### src/hdl/audioPkg.sv
//~~~~~~~~~~~~~~~~~~~~
// audio side definitions
// sample word, slot timing constants,
// buffer sizing and the player status struct
//~~~~~~~~~~~~~~~~~~~~
package audioPkg;

	// sample word
	localparam int SampleBits = 16;                // bits per audio sample
	typedef logic [SampleBits-1:0] sampleT;        // one 16-bit sample

	// slot timing, one LRClk half is one channel slot
	localparam int SlotCycles = 32;                // SClk cycles per LRClk half
	localparam int PopPos = 28;                    // slot position of the pop
	localparam int SlotPosBits = $clog2(SlotCycles);
	typedef logic [SlotPosBits-1:0] slotPosT;      // position inside a slot

	// buffer sizing
	localparam int FifoDepth = 64;                 // words of storage
	localparam int FillTarget = 48;                // refill level
	localparam int FifoAddrBits = $clog2(FifoDepth);
	localparam int FillBits = $clog2(FifoDepth + 1);
	typedef logic [FifoAddrBits-1:0] fifoPtrT;     // circular store index
	typedef logic [FillBits-1:0] fillLevelT;       // 0 .. FifoDepth

	// player status, built at the top level
	typedef struct packed
	{
		logic busy;                                // fetcher reading memory
		logic playing;                             // preload done, output running
		logic underrun;                            // sticky, buffer ran dry
		fillLevelT fillLevel;                      // buffer occupancy
	} playerStatusT;

endpackage

### src/hdl/memPkg.sv
//~~~~~~~~~~~~~~~~~~~~
// sample memory definitions
// address width, first sample address,
// request and response structs
//~~~~~~~~~~~~~~~~~~~~
package memPkg;

	import audioPkg::*;                        // memory returns sample words

	// word addressing
	localparam int AddrBits = 25;              // sample memory address width
	typedef logic [AddrBits-1:0] memAddrT;     // word address
	localparam memAddrT BaseAddr = 25'h80000;  // first sample of the song

	// request, driven by the fetcher
	// rd is a level held with a stable addr until ack comes back
	typedef struct packed
	{
		logic rd;                              // read level
		memAddrT addr;                         // word address, stable while rd
	} memReqT;

	// response, driven by the memory
	typedef struct packed
	{
		logic waitReq;                         // memory not ready, no new start
		logic ack;                             // one cycle, data valid
		sampleT data;                          // read data
	} memRspT;

endpackage

### src/hdl/sampleFetcher.sv
//~~~~~~~~~~~~~~~~~~~~
// sample fetcher
// preload and refill FSM, reads the sample
// memory word by word into the buffer and
// raises playEnable after the preload
//~~~~~~~~~~~~~~~~~~~~
`timescale 1ns/10ps

module sampleFetcher
	import audioPkg::*, memPkg::*;
(
	input logic SClk,
	input logic reset,
	input logic newFrame,           // top-up request
	input memRspT memRsp,
	input fillLevelT fillLevel,     // buffer occupancy
	output memReqT memReq,
	output logic wrEn,              // one-cycle write strobe
	output sampleT wrData,
	output logic playEnable,        // level, preload complete
	output logic busy               // reading memory
);

	typedef enum logic [2:0]
	{
		Idle,                       // wait for memory after reset
		Fetch,                      // rd held until ack
		Capture,                    // write captured word
		Check,                      // stop address reached?
		Play,                       // wait for newFrame
		RefillWait                  // wait for memory before refill
	} fetchStateT;

	fetchStateT state, nextState;
	memAddrT addr;                  // next word to read
	memAddrT stopAddr, stopAddrNext; // address that ends the current fill
	fillLevelT refillCount;         // words missing to FillTarget

	// words to top up, never negative
	assign refillCount = (fillLevel < fillLevelT'(FillTarget)) ?
		fillLevelT'(FillTarget) - fillLevel : '0;

	always_ff @(posedge SClk)
	begin
		if (reset)
		begin
			state <= Idle;
			addr <= BaseAddr;
			stopAddr <= BaseAddr;
			playEnable <= 1'b0;
		end
		else
		begin
			state <= nextState;
			stopAddr <= stopAddrNext;
			if (state == Capture)
				addr <= addr + 1'b1;            // runs on, no wrap
			if (state == Check && addr == stopAddr)
				playEnable <= 1'b1;             // stays set after preload
		end
	end

	// data register, loaded on ack and written next cycle
	always_ff @(posedge SClk)
	begin
		if (state == Fetch && memRsp.ack)
			wrData <= memRsp.data;
	end

	always_comb
	begin
		nextState = state;
		stopAddrNext = stopAddr;
		case (state)
			Idle:
				if (!memRsp.waitReq)
				begin
					nextState = Fetch;
					stopAddrNext = addr + memAddrT'(FillTarget); // full preload
				end
			Fetch:
				if (memRsp.ack)
					nextState = Capture;
			Capture:
				nextState = Check;
			Check:
				if (addr == stopAddr)
					nextState = Play;
				else
					nextState = Fetch;
			Play:
				if (newFrame)
					nextState = RefillWait; // newFrame only seen here
			RefillWait:
				if (!memRsp.waitReq)
				begin
					if (refillCount == '0)
						nextState = Play;   // buffer already at target
					else
						nextState = Fetch;
					stopAddrNext = addr + memAddrT'(refillCount);
				end
			default:
				nextState = Idle;
		endcase
	end

	assign memReq.rd = (state == Fetch);    // rd low in Capture and Check
	assign memReq.addr = addr;
	assign wrEn = (state == Capture);
	assign busy = (state == Fetch) || (state == Capture) || (state == Check);

endmodule

### src/hdl/sampleFifo.sv
//~~~~~~~~~~~~~~~~~~~~
// sample buffer
// circular store with read and write
// pointers, empty flag and fill level
//~~~~~~~~~~~~~~~~~~~~
`timescale 1ns/10ps

module sampleFifo
	import audioPkg::*;
(
	input logic SClk,
	input logic reset,
	input logic wrEn,               // never asserted when full
	input sampleT wrData,
	input logic rdEn,               // gated with empty by the reader
	output sampleT rdData,          // head word, always visible
	output logic empty,
	output fillLevelT fillLevel
);

	sampleT mem [FifoDepth];        // storage
	fifoPtrT wrPtr;                 // next slot to write
	fifoPtrT rdPtr;                 // head of queue
	fillLevelT count;               // words held

	// storage write
	always_ff @(posedge SClk)
	begin
		if (wrEn)
			mem[wrPtr] <= wrData;
	end

	always_ff @(posedge SClk)
	begin
		if (reset)
		begin
			wrPtr <= '0;
			rdPtr <= '0;
			count <= '0;
		end
		else
		begin
			if (wrEn)
				wrPtr <= wrPtr + 1'b1;      // wraps at FifoDepth
			if (rdEn)
				rdPtr <= rdPtr + 1'b1;
			case ({wrEn, rdEn})
				2'b10:
					count <= count + 1'b1;  // write only
				2'b01:
					count <= count - 1'b1;  // read only
				default:
					count <= count;         // both or neither
			endcase
		end
	end

	assign rdData = mem[rdPtr];     // first-word fall-through
	assign empty = (count == '0);
	assign fillLevel = count;

endmodule

### src/hdl/i2sSerializer.sv
//~~~~~~~~~~~~~~~~~~~~
// I2S serializer
// LRClk sync and edge detect, slot position
// counter, late word pop, MSB-first Dout
// and sticky underrun flag
//~~~~~~~~~~~~~~~~~~~~
`timescale 1ns/10ps

module i2sSerializer
	import audioPkg::*;
(
	input logic SClk,
	input logic reset,
	input logic LRClk,              // external, asynchronous to slot position
	input logic playEnable,
	input sampleT rdData,           // buffer head word
	input logic empty,
	output logic rdEn,              // one-cycle pop
	output logic Dout,
	output logic underrun           // sticky until reset
);

	typedef enum logic [1:0]
	{
		Stop,                       // waiting for playEnable and LRClk high
		Hold,                       // shifting out, wait for pop position
		Pop                         // take next word
	} serStateT;

	serStateT state, nextState;
	logic [1:0] lrSync;             // two-stage LRClk sync
	logic lrEdge;                   // either edge of synced LRClk
	slotPosT slotPos;               // SClk count inside slot
	sampleT curWord;                // word for the next/current slot
	logic [3:0] bitSel;             // bit of curWord on Dout

	assign lrEdge = lrSync[1] ^ lrSync[0];
	assign bitSel = 4'(SampleBits - 1) - slotPos[3:0];  // MSB first

	always_ff @(posedge SClk)
	begin
		if (reset)
		begin
			lrSync <= '0;
			state <= Stop;
			slotPos <= '0;
			curWord <= '0;
			Dout <= 1'b0;
			underrun <= 1'b0;
		end
		else
		begin
			lrSync <= {lrSync[0], LRClk};
			state <= nextState;
			if (lrEdge)
				slotPos <= '0;              // new slot starts
			else
				slotPos <= slotPos + 1'b1;
			// data bits first, zero padding afterwards
			Dout <= (state != Stop) && (slotPos < SampleBits) && curWord[bitSel];
			if (state == Pop)
			begin
				if (empty)
				begin
					curWord <= '0;          // silent slot
					underrun <= 1'b1;
				end
				else
					curWord <= rdData;      // used from next slot start
			end
		end
	end

	always_comb
	begin
		nextState = state;
		case (state)
			Stop:
				if (playEnable && LRClk)
					nextState = Hold;
			Hold:
				if (!playEnable)
					nextState = Stop;
				else if (slotPos == slotPosT'(PopPos - 1))
					nextState = Pop;        // Pop lands on PopPos
			Pop:
				if (!playEnable)
					nextState = Stop;
				else
					nextState = Hold;
			default:
				nextState = Stop;
		endcase
	end

	assign rdEn = (state == Pop) && !empty;  // no pop from empty buffer

endmodule

### src/hdl/audioPlayer.sv
//~~~~~~~~~~~~~~~~~~~~
// audio player top
// fetcher, sample buffer and serializer,
// plus the status struct
//~~~~~~~~~~~~~~~~~~~~
`timescale 1ns/10ps

module audioPlayer
	import audioPkg::*, memPkg::*;
(
	input logic SClk,
	input logic reset,
	input logic LRClk,
	input logic newFrame,
	input memRspT memRsp,
	output memReqT memReq,
	output logic Dout,
	output playerStatusT status
);

	logic wrEn;                     // fetcher -> buffer
	sampleT wrData;
	logic rdEn;                     // serializer -> buffer
	sampleT rdData;
	logic empty;
	fillLevelT fillLevel;
	logic playEnable;               // fetcher -> serializer
	logic busy;
	logic underrun;

	sampleFetcher fetcher_i
	(
		.SClk(SClk),
		.reset(reset),
		.newFrame(newFrame),
		.memRsp(memRsp),
		.fillLevel(fillLevel),
		.memReq(memReq),
		.wrEn(wrEn),
		.wrData(wrData),
		.playEnable(playEnable),
		.busy(busy)
	);

	sampleFifo fifo_i
	(
		.SClk(SClk),
		.reset(reset),
		.wrEn(wrEn),
		.wrData(wrData),
		.rdEn(rdEn),
		.rdData(rdData),
		.empty(empty),
		.fillLevel(fillLevel)
	);

	i2sSerializer serializer_i
	(
		.SClk(SClk),
		.reset(reset),
		.LRClk(LRClk),
		.playEnable(playEnable),
		.rdData(rdData),
		.empty(empty),
		.rdEn(rdEn),
		.Dout(Dout),
		.underrun(underrun)
	);

	// status word, no extra register stage
	assign status.busy = busy;
	assign status.playing = playEnable;
	assign status.underrun = underrun;
	assign status.fillLevel = fillLevel;

endmodule

### config.mk
export PLATFORM = sky130hd
export DESIGN_NAME = audioPlayer
export DESIGN_NICKNAME = d
export VERILOG_FILES = /design/src/hdl/audioPkg.sv /design/src/hdl/memPkg.sv /design/src/hdl/sampleFetcher.sv /design/src/hdl/sampleFifo.sv /design/src/hdl/i2sSerializer.sv /design/src/hdl/audioPlayer.sv
export SDC_FILE = /design/constraint.sdc
export NUM_CORES = 1
export LEC_CHECK = 0
export BUFFER_PORTS_ARGS = -buffer_cell sky130_fd_sc_hd__buf_2
export CORE_MARGIN = 8
export CORE_UTILIZATION = 35
export CTS_BUF_LIST = sky130_fd_sc_hd__clkbuf_8
export DETAILED_ROUTE_END_ITERATION = 6
export GPL_TIMING_DRIVEN = 0
export RECOVER_POWER = 100
export SETUP_SLACK_MARGIN = 0.05
export SYNTH_ARGS = -nofsm -noshare
export SYNTH_HDL_FRONTEND = slang
export SYNTH_SLANG_ARGS = --single-unit
### constraint.sdc
create_clock -name SClk -period 7.4 [get_ports SClk]
set_input_delay 0.37 -clock SClk [delete_from_list [all_inputs] [get_ports SClk]]
set_output_delay 0.37 -clock SClk [all_outputs]
set_load 0.01 [all_outputs]
==> run_results.csv <==
group,metric,value,unit
die,row_count,132,
yosys,synth_nets,2521,
yosys,synth-simple-area-share,0.0466,
clock_tree,clk_latency,0.87,ns
yosys,synthTopCellsByCount,"edfxtp_1, mux4_2, nor2_1",
yosys,ys_top_cells_by_area,"edfxtp_1, mux4_2, dfxtp_1, mux2i_1, a22oi_1",
die,die_h,376,µm
cells_and_area,area_delta_synth_final,14.0,%
die,initial_core_util,0.352,
yosys,synth_top_family_by_area,"multiplexers",
yosys,synth_top_area_frac,0.688,
die,io_pins,59,
yosys,synthFlopType,"edfxtp_1",
worst_setup_path,worstPathArrival,6.27,ns
sta,finClkSkew,0.0376,ns
sta,fin_tns_setup,0,ns
clock_tree,cts.clk_slew.worst_paths,0.06,ns
sta,setup_violations,0,
drt,routed_wl,133,mm
die,fp.dieW,376,µm
yosys,synth_xor_area_frac,0.0131,
yosys,async_flop_share,0,
clock_tree,clkSinkCount,1146,
global_route,grt.total_usage,0.183,
sta,maxClockFrequency,0.179,GHz
yosys,syn_inst,2477,
worst_setup_path,critPathCaptureType,"flop",
drt,drc,0,
drt,vias,26000,
power,power_density,240,nW/µm²
outcome,violations,"max-capacitance violations, max-slew violations",
sta,fin_crit_sh,0.756,
global_route,antenna_found_initial,2,
sta,finalHoldViolCount,0,
cells_and_area,final_nets,2885,
clock_tree,cts_tree,"yes",
yosys,yosys.area_share.adder,0.00639,
clock_tree,cts_root_buf,"clkbuf_8",
min_path,hold_path.class,"in -> reg",
drt,drt_iter0_markers,3122,
power,power.leakage,15.8,nW
power,ir_drop,0.000169,V
yosys,ys_seq_elements,1146,
yosys,synth_area,45400,µm²
place,routabilityCongestion,0.864,
place,port_buffers,58,
place,hpwl,90.1,mm
global_route,grt_pass1_vias,25500,
yosys,syn_area_per_cell,18.3,µm²
cells_and_area,multiInputGateArea,11100,µm²
sta,whs,0.196,ns
cells_and_area,regArea,33400,µm²
drt,ant_nets,0,
die,dieArea,142000,µm²
worst_setup_path,worstPathRequired,8.07,ns
sta,max_slew_margin,-0.0837,
die,core_area,129000,µm²
sta,period_minus_slack,5.60,ns
cells_and_area,n_fill_cell,11700,
yosys,synth_edf_count,1040,
yosys,synth_area_leader_cell,"edfxtp_1",
clock_tree,cts_max_path_buffers,3,
worst_setup_path,crit_type,"reg -> reg",
drt,first_pass_iters,5,
clock_tree,cts_max_level,4,
yosys,post-synth-top-count-cell,"edfxtp_1",
yosys,muxShareOfSynthArea,0.128,
flow_run,maxCapViolations,4,
global_route,grt_max_degree,33,
cells_and_area,final_util,0.401,
drt,wl_per_cell,28.0,µm
sta,rsz0062_at_grt,"no",
global_route,grt-ovfl-total,0,
clock_tree,post-cts-setup-buffer-count,0,
worst_setup_path,crit_fanout,10,
global_route,grt_pass1_wl,187,mm
yosys,seq_area_frac_synth,0.735,
sta,maxSlewViolCount,60,
yosys,yosysWarnings,0,
cells_and_area,drive_above_1_share,0.185,
yosys,synth_compound_area_frac,0.0510,
outcome,status,"finished with violations",
drt,vias_per_cell,5.49,
yosys,synthDistinctLibCells,79,
worst_setup_path,start_kind,"flop",
sta,tightest_slew,1.63,ns
clock_tree,cts_buffers,184,
-- metal layers --
layer / GRT usage / share of wire
met5: 0 / 0.00066
met4: 0.0689 / 0.039
met3: 0.0509 / 0.10
met2: 0.285 / 0.46
met1: 0.245 / 0.40
-- cells in the final DEF (no fill, tap or decap), types with 19 or more instances in the layout --
master and instances:
o21ai_0 66, clkbuf_1 191, mux2i_1 127, ha_1 20
a31oi_1 24, a211oi_1 21, xnor2_1 40, dlygate4sd3_1 19
nor3_1 25, mux4_2 202, buf_4 41, clkinv_1 48
or3_1 21, buf_2 56, clkbuf_8 192, nand3_1 26
nor2_1 151, dfxtp_1 106, nor2b_1 20, nand4_1 20
xor2_1 28, a21oi_1 33, inv_1 77, nand2_1 72
edfxtp_1 1040, o22ai_1 28, a22oi_1 77, clkinv_2 21
-- area by class of cell --
cell class | instances | share of cell area
repair buffers | 178 | 0.0157
well taps | 1742 | 0.0421
flip-flops and latches | 1146 | 0.644
diodes | 5 | 0.000242
plain buffers | 146 | 0.0157
clock buffers | 192 | 0.0510
clock inverters | 145 | 0.0153
inverters | 19 | 0.00138
multi-input cells | 1166 | 0.214
-- where the power goes --
group	switching, mW	internal, mW	total [mW]
sequential	0.0298	7.07	7.10
combinational	0.166	0.0592	0.225
clock	2.56	2.57	5.13
total	2.76	9.70	12.5
-- kinds of logic after synthesis --
kind of cell | count (synthesis)
flip-flops | 1146
AND/OR/NAND/NOR | 409
AO/OA/AOI/OAI | 337
multiplexers | 330
buffers and inverters | 165
XOR/XNOR | 68
adder cells (fa/ha/maj) | 22
-- path summary, 6_finish.rpt --
check                           start  slack (ns)                        to  depth (start not counted)
setup / recovery                 flop        1.80  serializer_i.curWord[14]                          9
hold / removal                  reset        0.20    fetcher_i.stopAddr[24]                          4
setup reg to reg                 flop        1.80  serializer_i.curWord[14]                          9
hold reg to reg   fetcher_i.wrData[8]        0.44         fifo_i.mem[30][8]                          0
-- worst max-delay path: stages, from the launching register on --
cell and delay (ns):
dfxtp_1 0.52, clkbuf_1 0.35, clkbuf_1 0.88, clkbuf_1 0.94, nor2_1 0.65, clkbuf_1 0.56, a22oi_1 0.29, nand2_1 0.14
o21ai_0 0.78, o311ai_0 0.27
-- metrics by stage --
step	setup slack (ns)	instances	cell area [µm²]	total power [mW]
after floorplan	4.05	2477	45400	7.34
after global routing	1.81	4735	51800	12.8
final	1.80	4739	51800	12.5
after detailed placement	3.45	4378	50100	7.50
after global placement	3.16	4277	47900	7.45
after CTS	3.42	4734	53700	12.6
-- state kept, by name, indices dropped and copies added (netlist names), named ones only --
name                   flops
fifo_i.mem              1024
fetcher_i.addr            25
fetcher_i.stopAddr        25
fetcher_i.wrData          16
serializer_i.curWord      16
fifo_i.fillLevel           7
fifo_i.rdPtr               6
fifo_i.wrPtr               6
serializer_i.slotPos       5
fetcher_i.state            3
serializer_i.lrSync        2
serializer_i.state         2
fetcher_i.playEnable       1
serializer_i.Dout          1
serializer_i.underrun      1
-- repair_timing --
action	4_1_cts	5_1_grt
endpoints found under the hold margin	24	0
resized for setup	0	0
hold buffers	19	0
Power figures use the tool's default switching activity.
